`config.mk`:
```
export PLATFORM = sky130hd
export DESIGN_NAME = sifhTop
export DESIGN_NICKNAME = d
export VERILOG_FILES = /design/src/design/sifhPkg.sv /design/src/design/histBuilder.sv /design/src/design/hitDispatcher.sv /design/src/design/peakReadout.sv /design/src/design/sifhTop.sv
export SDC_FILE = /design/constraint.sdc
export NUM_CORES = 1
export LEC_CHECK = 0
export BUFFER_PORTS_ARGS = -buffer_cell sky130_fd_sc_hd__buf_2
export CAP_MARGIN = 10
export CELL_PAD_IN_SITES_DETAIL_PLACEMENT = 0
export CELL_PAD_IN_SITES_GLOBAL_PLACEMENT = 1
export CORE_MARGIN = 2
export CORE_UTILIZATION = 52
export DETAILED_ROUTE_END_ITERATION = 16
export PLACE_DENSITY_LB_ADDON = 0.1
export SYNTH_ARGS = -nofsm -noshare
export SYNTH_HDL_FRONTEND = slang
export SYNTH_SLANG_ARGS = --single-unit
```
`constraint.sdc`:
```
create_clock -name clk -period 3.17 [get_ports clk]
set_input_delay 0.317 -clock clk [delete_from_list [all_inputs] [get_ports clk]]
set_output_delay 0.317 -clock clk [all_outputs]
set_load 0.05 [all_outputs]
```
`src/design/sifhPkg.sv`:
```
package sifhPkg;

    // default array size, both powers of two
    localparam int PIXEL_NUM = 4;
    localparam int BIN_NUM   = 16;

    // widest count a bin can hold
    localparam int COUNT_W   = 8;

    localparam int PIXEL_W   = $clog2(PIXEL_NUM);
    localparam int BIN_W     = $clog2(BIN_NUM);

    // pixel number, one per lane
    typedef logic [PIXEL_W-1:0] pixelT;

    // bin number or scan address
    typedef logic [BIN_W-1:0] binT;

    // one bin count, narrower counters are zero extended into it
    typedef logic [COUNT_W-1:0] countT;

    // frame end sequence of the peak readout
    typedef enum logic [1:0] {
        IDLE,
        DRAIN,
        SCAN,
        REPORT
    } readoutStateT;

endpackage

```
`src/design/histBuilder.sv`:
```
module histBuilder #(
    parameter int COUNT_W = sifhPkg::COUNT_W
) (
    input  logic           clk,
    input  logic           res,
    input  logic           laneHit,
    input  sifhPkg::binT   laneBin,
    input  logic           scanEn,
    input  sifhPkg::binT   scanAddr,
    output sifhPkg::countT scanCount
);

    // counts stop here
    localparam logic [COUNT_W-1:0] COUNT_MAX = '1;

    // bin memory of this pixel
    logic [COUNT_W-1:0] countMem [sifhPkg::BIN_NUM];

    // write stage, one hit behind the read stage
    logic               wrValid;
    sifhPkg::binT       wrBin;
    logic [COUNT_W-1:0] rdCount;
    logic [COUNT_W-1:0] wrCount;

    // incoming bin matches the bin being written right now
    logic               fwdHit;

    assign fwdHit = wrValid && (wrBin == laneBin);

    // saturating increment of the read value
    assign wrCount = (rdCount == COUNT_MAX) ? rdCount : rdCount + 1'b1;

    // write stage valid
    always_ff @(posedge clk or negedge res) begin
        if (!res) begin
            wrValid <= 1'b0;
        end else begin
            wrValid <= laneHit;
        end
    end

    // read stage
    // memory word is stale when the same bin is being written this edge,
    // so the pending value is taken instead
    always_ff @(posedge clk) begin
        if (laneHit) begin
            wrBin <= laneBin;
            if (fwdHit) begin
                rdCount <= wrCount;
            end else begin
                rdCount <= countMem[laneBin];
            end
        end
    end

    // memory write port
    // hit writes and scan clears never overlap, busy keeps them apart
    always_ff @(posedge clk or negedge res) begin
        if (!res) begin
            for (int i = 0; i < sifhPkg::BIN_NUM; i++) begin
                countMem[i] <= '0;
            end
        end else begin
            if (wrValid) begin
                countMem[wrBin] <= wrCount;
            end
            // clear behind the scan
            if (scanEn) begin
                countMem[scanAddr] <= '0;
            end
        end
    end

    // scan read, one cycle after the address
    // zero extended to the shared count width
    always_ff @(posedge clk) begin
        if (scanEn) begin
            scanCount <= sifhPkg::countT'(countMem[scanAddr]);
        end
    end

endmodule

```
`src/design/hitDispatcher.sv`:
```
module hitDispatcher #(
    parameter int PIXEL_NUM = sifhPkg::PIXEL_NUM
) (
    input  logic                 clk,
    input  logic                 res,
    input  logic                 hitValid,
    input  sifhPkg::pixelT       hitPixel,
    input  sifhPkg::binT         hitBin,
    input  logic                 busy,
    output logic [PIXEL_NUM-1:0] laneHit,
    output sifhPkg::binT         laneBin
);

    // hit survives only while the readout is idle
    logic                 hitTaken;
    // one-hot lane select before the register
    logic [PIXEL_NUM-1:0] laneSel;

    // busy already covers the frame end cycle itself
    assign hitTaken = hitValid && !busy;

    // pixel number to one strobe per lane
    always_comb begin
        for (int i = 0; i < PIXEL_NUM; i++) begin
            laneSel[i] = hitTaken && (hitPixel == sifhPkg::pixelT'(i));
        end
    end

    // lane strobes, single cycle per accepted hit
    always_ff @(posedge clk or negedge res) begin
        if (!res) begin
            laneHit <= '0;
        end else begin
            laneHit <= laneSel;
        end
    end

    // bin is shared by all lanes
    // only the strobed lane looks at it
    always_ff @(posedge clk) begin
        if (hitTaken) begin
            laneBin <= hitBin;
        end
    end

endmodule

```
`src/design/peakReadout.sv`:
```
module peakReadout #(
    parameter int PIXEL_NUM = sifhPkg::PIXEL_NUM,
    parameter int COUNT_W   = sifhPkg::COUNT_W
) (
    input  logic                                            clk,
    input  logic                                            res,
    input  logic                                            frameEnd,
    input  logic [PIXEL_NUM*$bits(sifhPkg::countT)-1:0]     scanCount,
    output logic                                            busy,
    output logic                                            scanEn,
    output sifhPkg::binT                                    scanAddr,
    output logic                                            peakValid,
    output sifhPkg::pixelT                                  peakPixel,
    output sifhPkg::binT                                    peakBin,
    output sifhPkg::countT                                  peakCount
);

    // slice width of one lane in scanCount
    localparam int CNT_BITS = $bits(sifhPkg::countT);
    localparam sifhPkg::binT   LAST_BIN   = sifhPkg::binT'(sifhPkg::BIN_NUM - 1);
    localparam sifhPkg::pixelT LAST_PIXEL = sifhPkg::pixelT'(PIXEL_NUM - 1);

    sifhPkg::readoutStateT state;
    sifhPkg::readoutStateT stateNext;

    // second drain cycle
    logic                  drainCnt;
    sifhPkg::pixelT        pixelCnt;

    // lane results trail the address by one cycle
    logic                  resultValid;
    sifhPkg::binT          resultBin;

    // running maximum per lane
    logic [COUNT_W-1:0]    bestCount [PIXEL_NUM];
    sifhPkg::binT          bestBin   [PIXEL_NUM];
    // maximum including the result on the bus this cycle
    logic [COUNT_W-1:0]    mergeCount [PIXEL_NUM];
    sifhPkg::binT          mergeBin   [PIXEL_NUM];

    always_comb begin
        stateNext = state;
        case (state)
            sifhPkg::IDLE: begin
                if (frameEnd) begin
                    stateNext = sifhPkg::DRAIN;
                end
            end
            // two cycles, enough for the lane pipeline to settle
            sifhPkg::DRAIN: begin
                if (drainCnt) begin
                    stateNext = sifhPkg::SCAN;
                end
            end
            sifhPkg::SCAN: begin
                if (scanAddr == LAST_BIN) begin
                    stateNext = sifhPkg::REPORT;
                end
            end
            sifhPkg::REPORT: begin
                if (pixelCnt == LAST_PIXEL) begin
                    stateNext = sifhPkg::IDLE;
                end
            end
            default: stateNext = sifhPkg::IDLE;
        endcase
    end

    always_ff @(posedge clk or negedge res) begin
        if (!res) begin
            state       <= sifhPkg::IDLE;
            drainCnt    <= 1'b0;
            scanAddr    <= '0;
            pixelCnt    <= '0;
            resultValid <= 1'b0;
        end else begin
            state       <= stateNext;
            drainCnt    <= (state == sifhPkg::DRAIN) ? !drainCnt : 1'b0;
            // wraps back to 0 after the last bin
            scanAddr    <= scanEn ? scanAddr + 1'b1 : '0;
            pixelCnt    <= peakValid ? pixelCnt + 1'b1 : '0;
            resultValid <= scanEn;
        end
    end

    // bin that the current lane results belong to
    always_ff @(posedge clk) begin
        resultBin <= scanAddr;
    end

    // strictly greater wins, so ascending scan keeps the lowest bin on ties
    always_comb begin
        for (int p = 0; p < PIXEL_NUM; p++) begin
            mergeCount[p] = bestCount[p];
            mergeBin[p]   = bestBin[p];
            if (resultValid && (scanCount[p*CNT_BITS +: COUNT_W] > bestCount[p])) begin
                mergeCount[p] = scanCount[p*CNT_BITS +: COUNT_W];
                mergeBin[p]   = resultBin;
            end
        end
    end

    // empty histogram ends up as bin 0, count 0
    always_ff @(posedge clk) begin
        for (int p = 0; p < PIXEL_NUM; p++) begin
            if (state == sifhPkg::DRAIN) begin
                bestCount[p] <= '0;
                bestBin[p]   <= '0;
            end else begin
                bestCount[p] <= mergeCount[p];
                bestBin[p]   <= mergeBin[p];
            end
        end
    end

    // frame end raises busy in its own cycle, a hit next to it is dropped
    assign busy      = (state != sifhPkg::IDLE) || frameEnd;
    assign scanEn    = (state == sifhPkg::SCAN);

    // first report already folds in the last scan result
    assign peakValid = (state == sifhPkg::REPORT);
    assign peakPixel = pixelCnt;
    assign peakBin   = mergeBin[pixelCnt];
    assign peakCount = sifhPkg::countT'(mergeCount[pixelCnt]);

endmodule

```
`src/design/sifhTop.sv`:
```
module sifhTop #(
    parameter int PIXEL_NUM = sifhPkg::PIXEL_NUM,
    parameter int COUNT_W   = sifhPkg::COUNT_W
) (
    input  logic           clk,
    input  logic           res,
    input  logic           hitValid,
    input  sifhPkg::pixelT hitPixel,
    input  sifhPkg::binT   hitBin,
    input  logic           frameEnd,
    output logic           busy,
    output logic           peakValid,
    output sifhPkg::pixelT peakPixel,
    output sifhPkg::binT   peakBin,
    output sifhPkg::countT peakCount
);

    localparam int CNT_BITS = $bits(sifhPkg::countT);

    // dispatcher to lanes
    logic [PIXEL_NUM-1:0]          laneHit;
    sifhPkg::binT                  laneBin;

    // readout to lanes and back
    logic                          scanEn;
    sifhPkg::binT                  scanAddr;
    logic [PIXEL_NUM*CNT_BITS-1:0] scanCount;

    hitDispatcher #(
        .PIXEL_NUM (PIXEL_NUM)
    ) uDispatcher (
        .clk      (clk),
        .res      (res),
        .hitValid (hitValid),
        .hitPixel (hitPixel),
        .hitBin   (hitBin),
        .busy     (busy),
        .laneHit  (laneHit),
        .laneBin  (laneBin)
    );

    // one lane per pixel, all scanned in lockstep
    for (genvar i = 0; i < PIXEL_NUM; i++) begin : gLane
        histBuilder #(
            .COUNT_W (COUNT_W)
        ) uLane (
            .clk       (clk),
            .res       (res),
            .laneHit   (laneHit[i]),
            .laneBin   (laneBin),
            .scanEn    (scanEn),
            .scanAddr  (scanAddr),
            .scanCount (scanCount[i*CNT_BITS +: CNT_BITS])
        );
    end

    peakReadout #(
        .PIXEL_NUM (PIXEL_NUM),
        .COUNT_W   (COUNT_W)
    ) uReadout (
        .clk       (clk),
        .res       (res),
        .frameEnd  (frameEnd),
        .scanCount (scanCount),
        .busy      (busy),
        .scanEn    (scanEn),
        .scanAddr  (scanAddr),
        .peakValid (peakValid),
        .peakPixel (peakPixel),
        .peakBin   (peakBin),
        .peakCount (peakCount)
    );

endmodule

```
==> results.sh <==
export IMPL_run_status="complete, but fails checks"
export IMPL_violations="setup timing"
export IMPL_clk_insertion_delay_late_ns=0.64
export IMPL_finalSetupTns_ns=-0.281
export IMPL_root_buffer="clkbuf_16"
export IMPL_maxCapViolations=0
export IMPL_grt_pass1_wl_mm=175
export IMPL_drc=0
export IMPL_synthFlopType="dfrtp_1"
export IMPL_fin_nets=3356
export IMPL_antenna_found_initial=6
export IMPL_combPwrFrac_pct=25.2
export IMPL_netlist_area_um2=36100
export IMPL_post_route_period_util_pct=102
export IMPL_placed_area_um2=38100
export IMPL_synthCells=3279
export IMPL_register_area_um2=16800
export IMPL_power_frac_seq_pct=39.3
export IMPL_start_util_pct=52.5
export IMPL_final_area_um2=41200
export IMPL_setup_viol=10
export IMPL_clock_path_buffers=3
export IMPL_cts_sinks=666
export IMPL_layout_common_cells="526 x dfrtp_1, 495 x nand2_1, 479 x nor2_1"
export IMPL_hold_path_startpoint="hitValid"
export IMPL_drt_pass1_iterations=5
export IMPL_rsz0062_at_grt="true"
export IMPL_final_util_pct=59.9
export IMPL_tritoncts="built"
export IMPL_postSynthAreaPerCell_um2=11.0
export IMPL_overflow=0
export IMPL_ys_async_sr_fraction_pct=79.6
export IMPL_worst_pin_slew_ns=0.919
export IMPL_nFillCells=5659
export IMPL_yosys_area_top_type="dfrtp_1"
export IMPL_area_growth_pct=14.0
export IMPL_yosysUniqueCellTypes=48
export IMPL_synth_top_area_share_pct=36.7
export IMPL_end_kind="primary output"
export IMPL_wl_per_cell_um=26.4
export IMPL_fin_cells=4293
export IMPL_startpoint="gLane[1].uLane.scanCount[7]"
export IMPL_layout_commonest_cell="dfrtp_1"
export IMPL_skew_ns=0.0304
export IMPL_vias=27700
export IMPL_synthTopCellsByArea="dfrtp_1 37%, mux4_2 20%, edfxtp_1 7.0%, nand2_1 5.2%, nor2_1 5.0%"
export IMPL_htreeDepth=3
export IMPL_powerDensity_nw_per_um2=613
export IMPL_grt_pass1_vias=27900
export IMPL_slew_headroom_pct=38.5
export IMPL_viasPerCell=6.45
export IMPL_multiInputGateArea_um2=18500
export IMPL_place_congestion=0.899
export IMPL_hold_path_class="in2reg"
export IMPL_synth_edff_count=84
export IMPL_grt_use_total_pct=32.5
export IMPL_r2r_start="uDispatcher.laneBin[0]"
export IMPL_critPathMaxFanout=12
export IMPL_io_pins=26
export IMPL_rows=96
export IMPL_placed_cells=4133
export IMPL_timing_fmax_mhz=310
export IMPL_cts_clk_slew_worst_paths_ns=0.06
export IMPL_place_hpwl_mm=77.1
export IMPL_cts_made_buffers=77
export IMPL_die_area_um2=71500
export IMPL_grt_start_max_net_pins=90
export IMPL_worstPathRequired_ns=2.85
export IMPL_drtIter0Drc=2433
export IMPL_core_um2=68700
export IMPL_synthesis_nets=3335
export IMPL_internal_power_mw=17.2
export IMPL_clkPwrFrac_pct=35.6
export IMPL_ys_ff_latch=666
export IMPL_yosysWarnings=0
export IMPL_die_w_um=267
export IMPL_p_leak_nw=16.3
export IMPL_peakVddDrop_mv=0.654
export IMPL_finalHoldViolCount=0
export IMPL_cp_start_kind="flip-flop"
export IMPL_setup_ws_ns=-0.0520
export IMPL_die_y_um=267
export IMPL_drive_above_1_share_pct=22.0
export IMPL_p_sw_share_pct=31.7
export IMPL_ant_nets=0
export IMPL_drv_slew=0
export IMPL_seq_area_frac_synth_pct=46.6
export IMPL_criticalPathCategory="reg2out"
export IMPL_n_antenna_cell=0
export IMPL_fin_crit_ns=3.22
export IMPL_drt_wl_total_mm=113
export IMPL_numPortBuffers=25
export IMPL_switchingPower_mw=7.99
export IMPL_worst_ep_arrival_time_ns=2.90
[kinds of logic after synthesis]
family | count (synthesis) | synth area share [%]
and+or+nand+nor | 1255 | 15.1
buffers and inverters | 300 | 3.35
AOI/OAI and AO/OA | 521 | 8.68
muxes | 460 | 24.0
adders and majority gates | 46 | 1.59
DFF | 666 | 46.6
xor gates and xnor gates | 31 | 0.752
[synth_stat cells (2+ instances only)]
cell,n
and3_1,17
or3b_2,3
nor3_2,8
nand4_1,12
and2_1,21
inv_1,53
buf_6,4
nor2_1,481
a41oi_1,2
dfrtp_1,530
nor4_1,12
nand3b_1,5
mux4_2,320
a211oi_1,177
or2_2,3
mux2i_1,108
nand2_1,496
or2_1,3
nand2b_1,10
nor2b_1,14
nand3_1,55
edfxtp_1,84
buf_1,26
a31oi_1,3
clkbuf_1,171
a21o_1,2
xor2_1,15
and3b_1,2
nor4_4,4
o211ai_1,4
a21oi_1,291
xnor2_1,16
nor2_2,3
clkinv_1,4
ha_1,46
nor3b_1,45
dfxtp_1,52
o21ai_0,21
o21a_1,8
nor3_1,59
a21boi_0,10
mux2_2,32
buf_2,42
[power groups by stage]
stage | Clock, mW | Sequential [mW] | Combinational, mW
detailed placement | 0 | 10.1 | 5.81
global route | 9.45 | 9.98 | 6.80
finish | 8.97 | 9.91 | 6.35
floorplan | 0 | 9.80 | 4.14
global placement | 0 | 10.0 | 5.73
CTS | 9.09 | 9.90 | 6.22
[worst paths after layout]
path                                                end  slack, ns  cells after the start
setup / recovery                             peakBin[1]      -0.05                      9
hold / removal                   uDispatcher.laneBin[2]       0.17                      3
setup reg to reg              gLane[1].uLane.rdCount[3]       0.57                      5
hold reg to reg                       uReadout.drainCnt       0.42                      1
max in group asynchronous  gLane[1].uLane.countMem[123]       1.87                      3
min in group asynchronous   gLane[0].uLane.countMem[17]       0.27                      2
[sequential cells by signal (all words and copies together), names as in the netlist, 16 cells and up]
name / count
gLane.uLane.countMem: 512
gLane.uLane.scanCount: 32
uReadout.bestCount: 32
gLane.uLane.wrBin: 16
uReadout.bestBin: 16
gLane.uLane.rdCount: 32
[per-layer routing]
layer	wire (µm)	share of wire (%)	global-route usage (%)
met5	80	0.071	0
met4	3860	3.4	11.1
met3	8440	7.5	6.38
met2	54100	48	52.0
met1	46700	41	44.7
[timing repair]
item                       in CTS  in global routing
cloned                          1                  0
hold endpoints to repair       76                  0
pin swaps                       7                  7
resized for setup              66                 33
setup buffers                  12                  0
hold buffers                    9                  0
setup endpoints to repair      12                 12
[per-stage QoR]
step                      hold WS [ns]  worst slack (ns)  power [mW]
final                            0.168           -0.0520        25.2
after global routing             0.202            -0.188        26.2
after detailed placement         0.386             0.220        15.9
after CTS                        0.141           -0.0775        25.2
after floorplan                 0.0214            0.0227        13.9
after global placement           0.381             0.275        15.7
[worst max-delay path: stages (launching register included)]
cell and delay [ns]:
edfxtp_1 0.40, ha_1 0.35, nand4_1 0.20, o21ai_2 0.11, a31oi_4 0.22, buf_6 0.18
nand3_1 0.11, nor3b_1 0.18, nor4_2 0.27, buf_4 0.25
[layout make-up]
type                            count  share of cell area (%)
Clock inverter                     18                   0.465
Tap cell                          931                    2.83
Inverter                           57                   0.520
Clock buffer                      123                    5.67
Sequential cell                   666                    40.9
Multi-Input combinational cell   2313                    45.0
Timing Repair Buffer              185                    4.59
(Power assumes the default switching activity.)
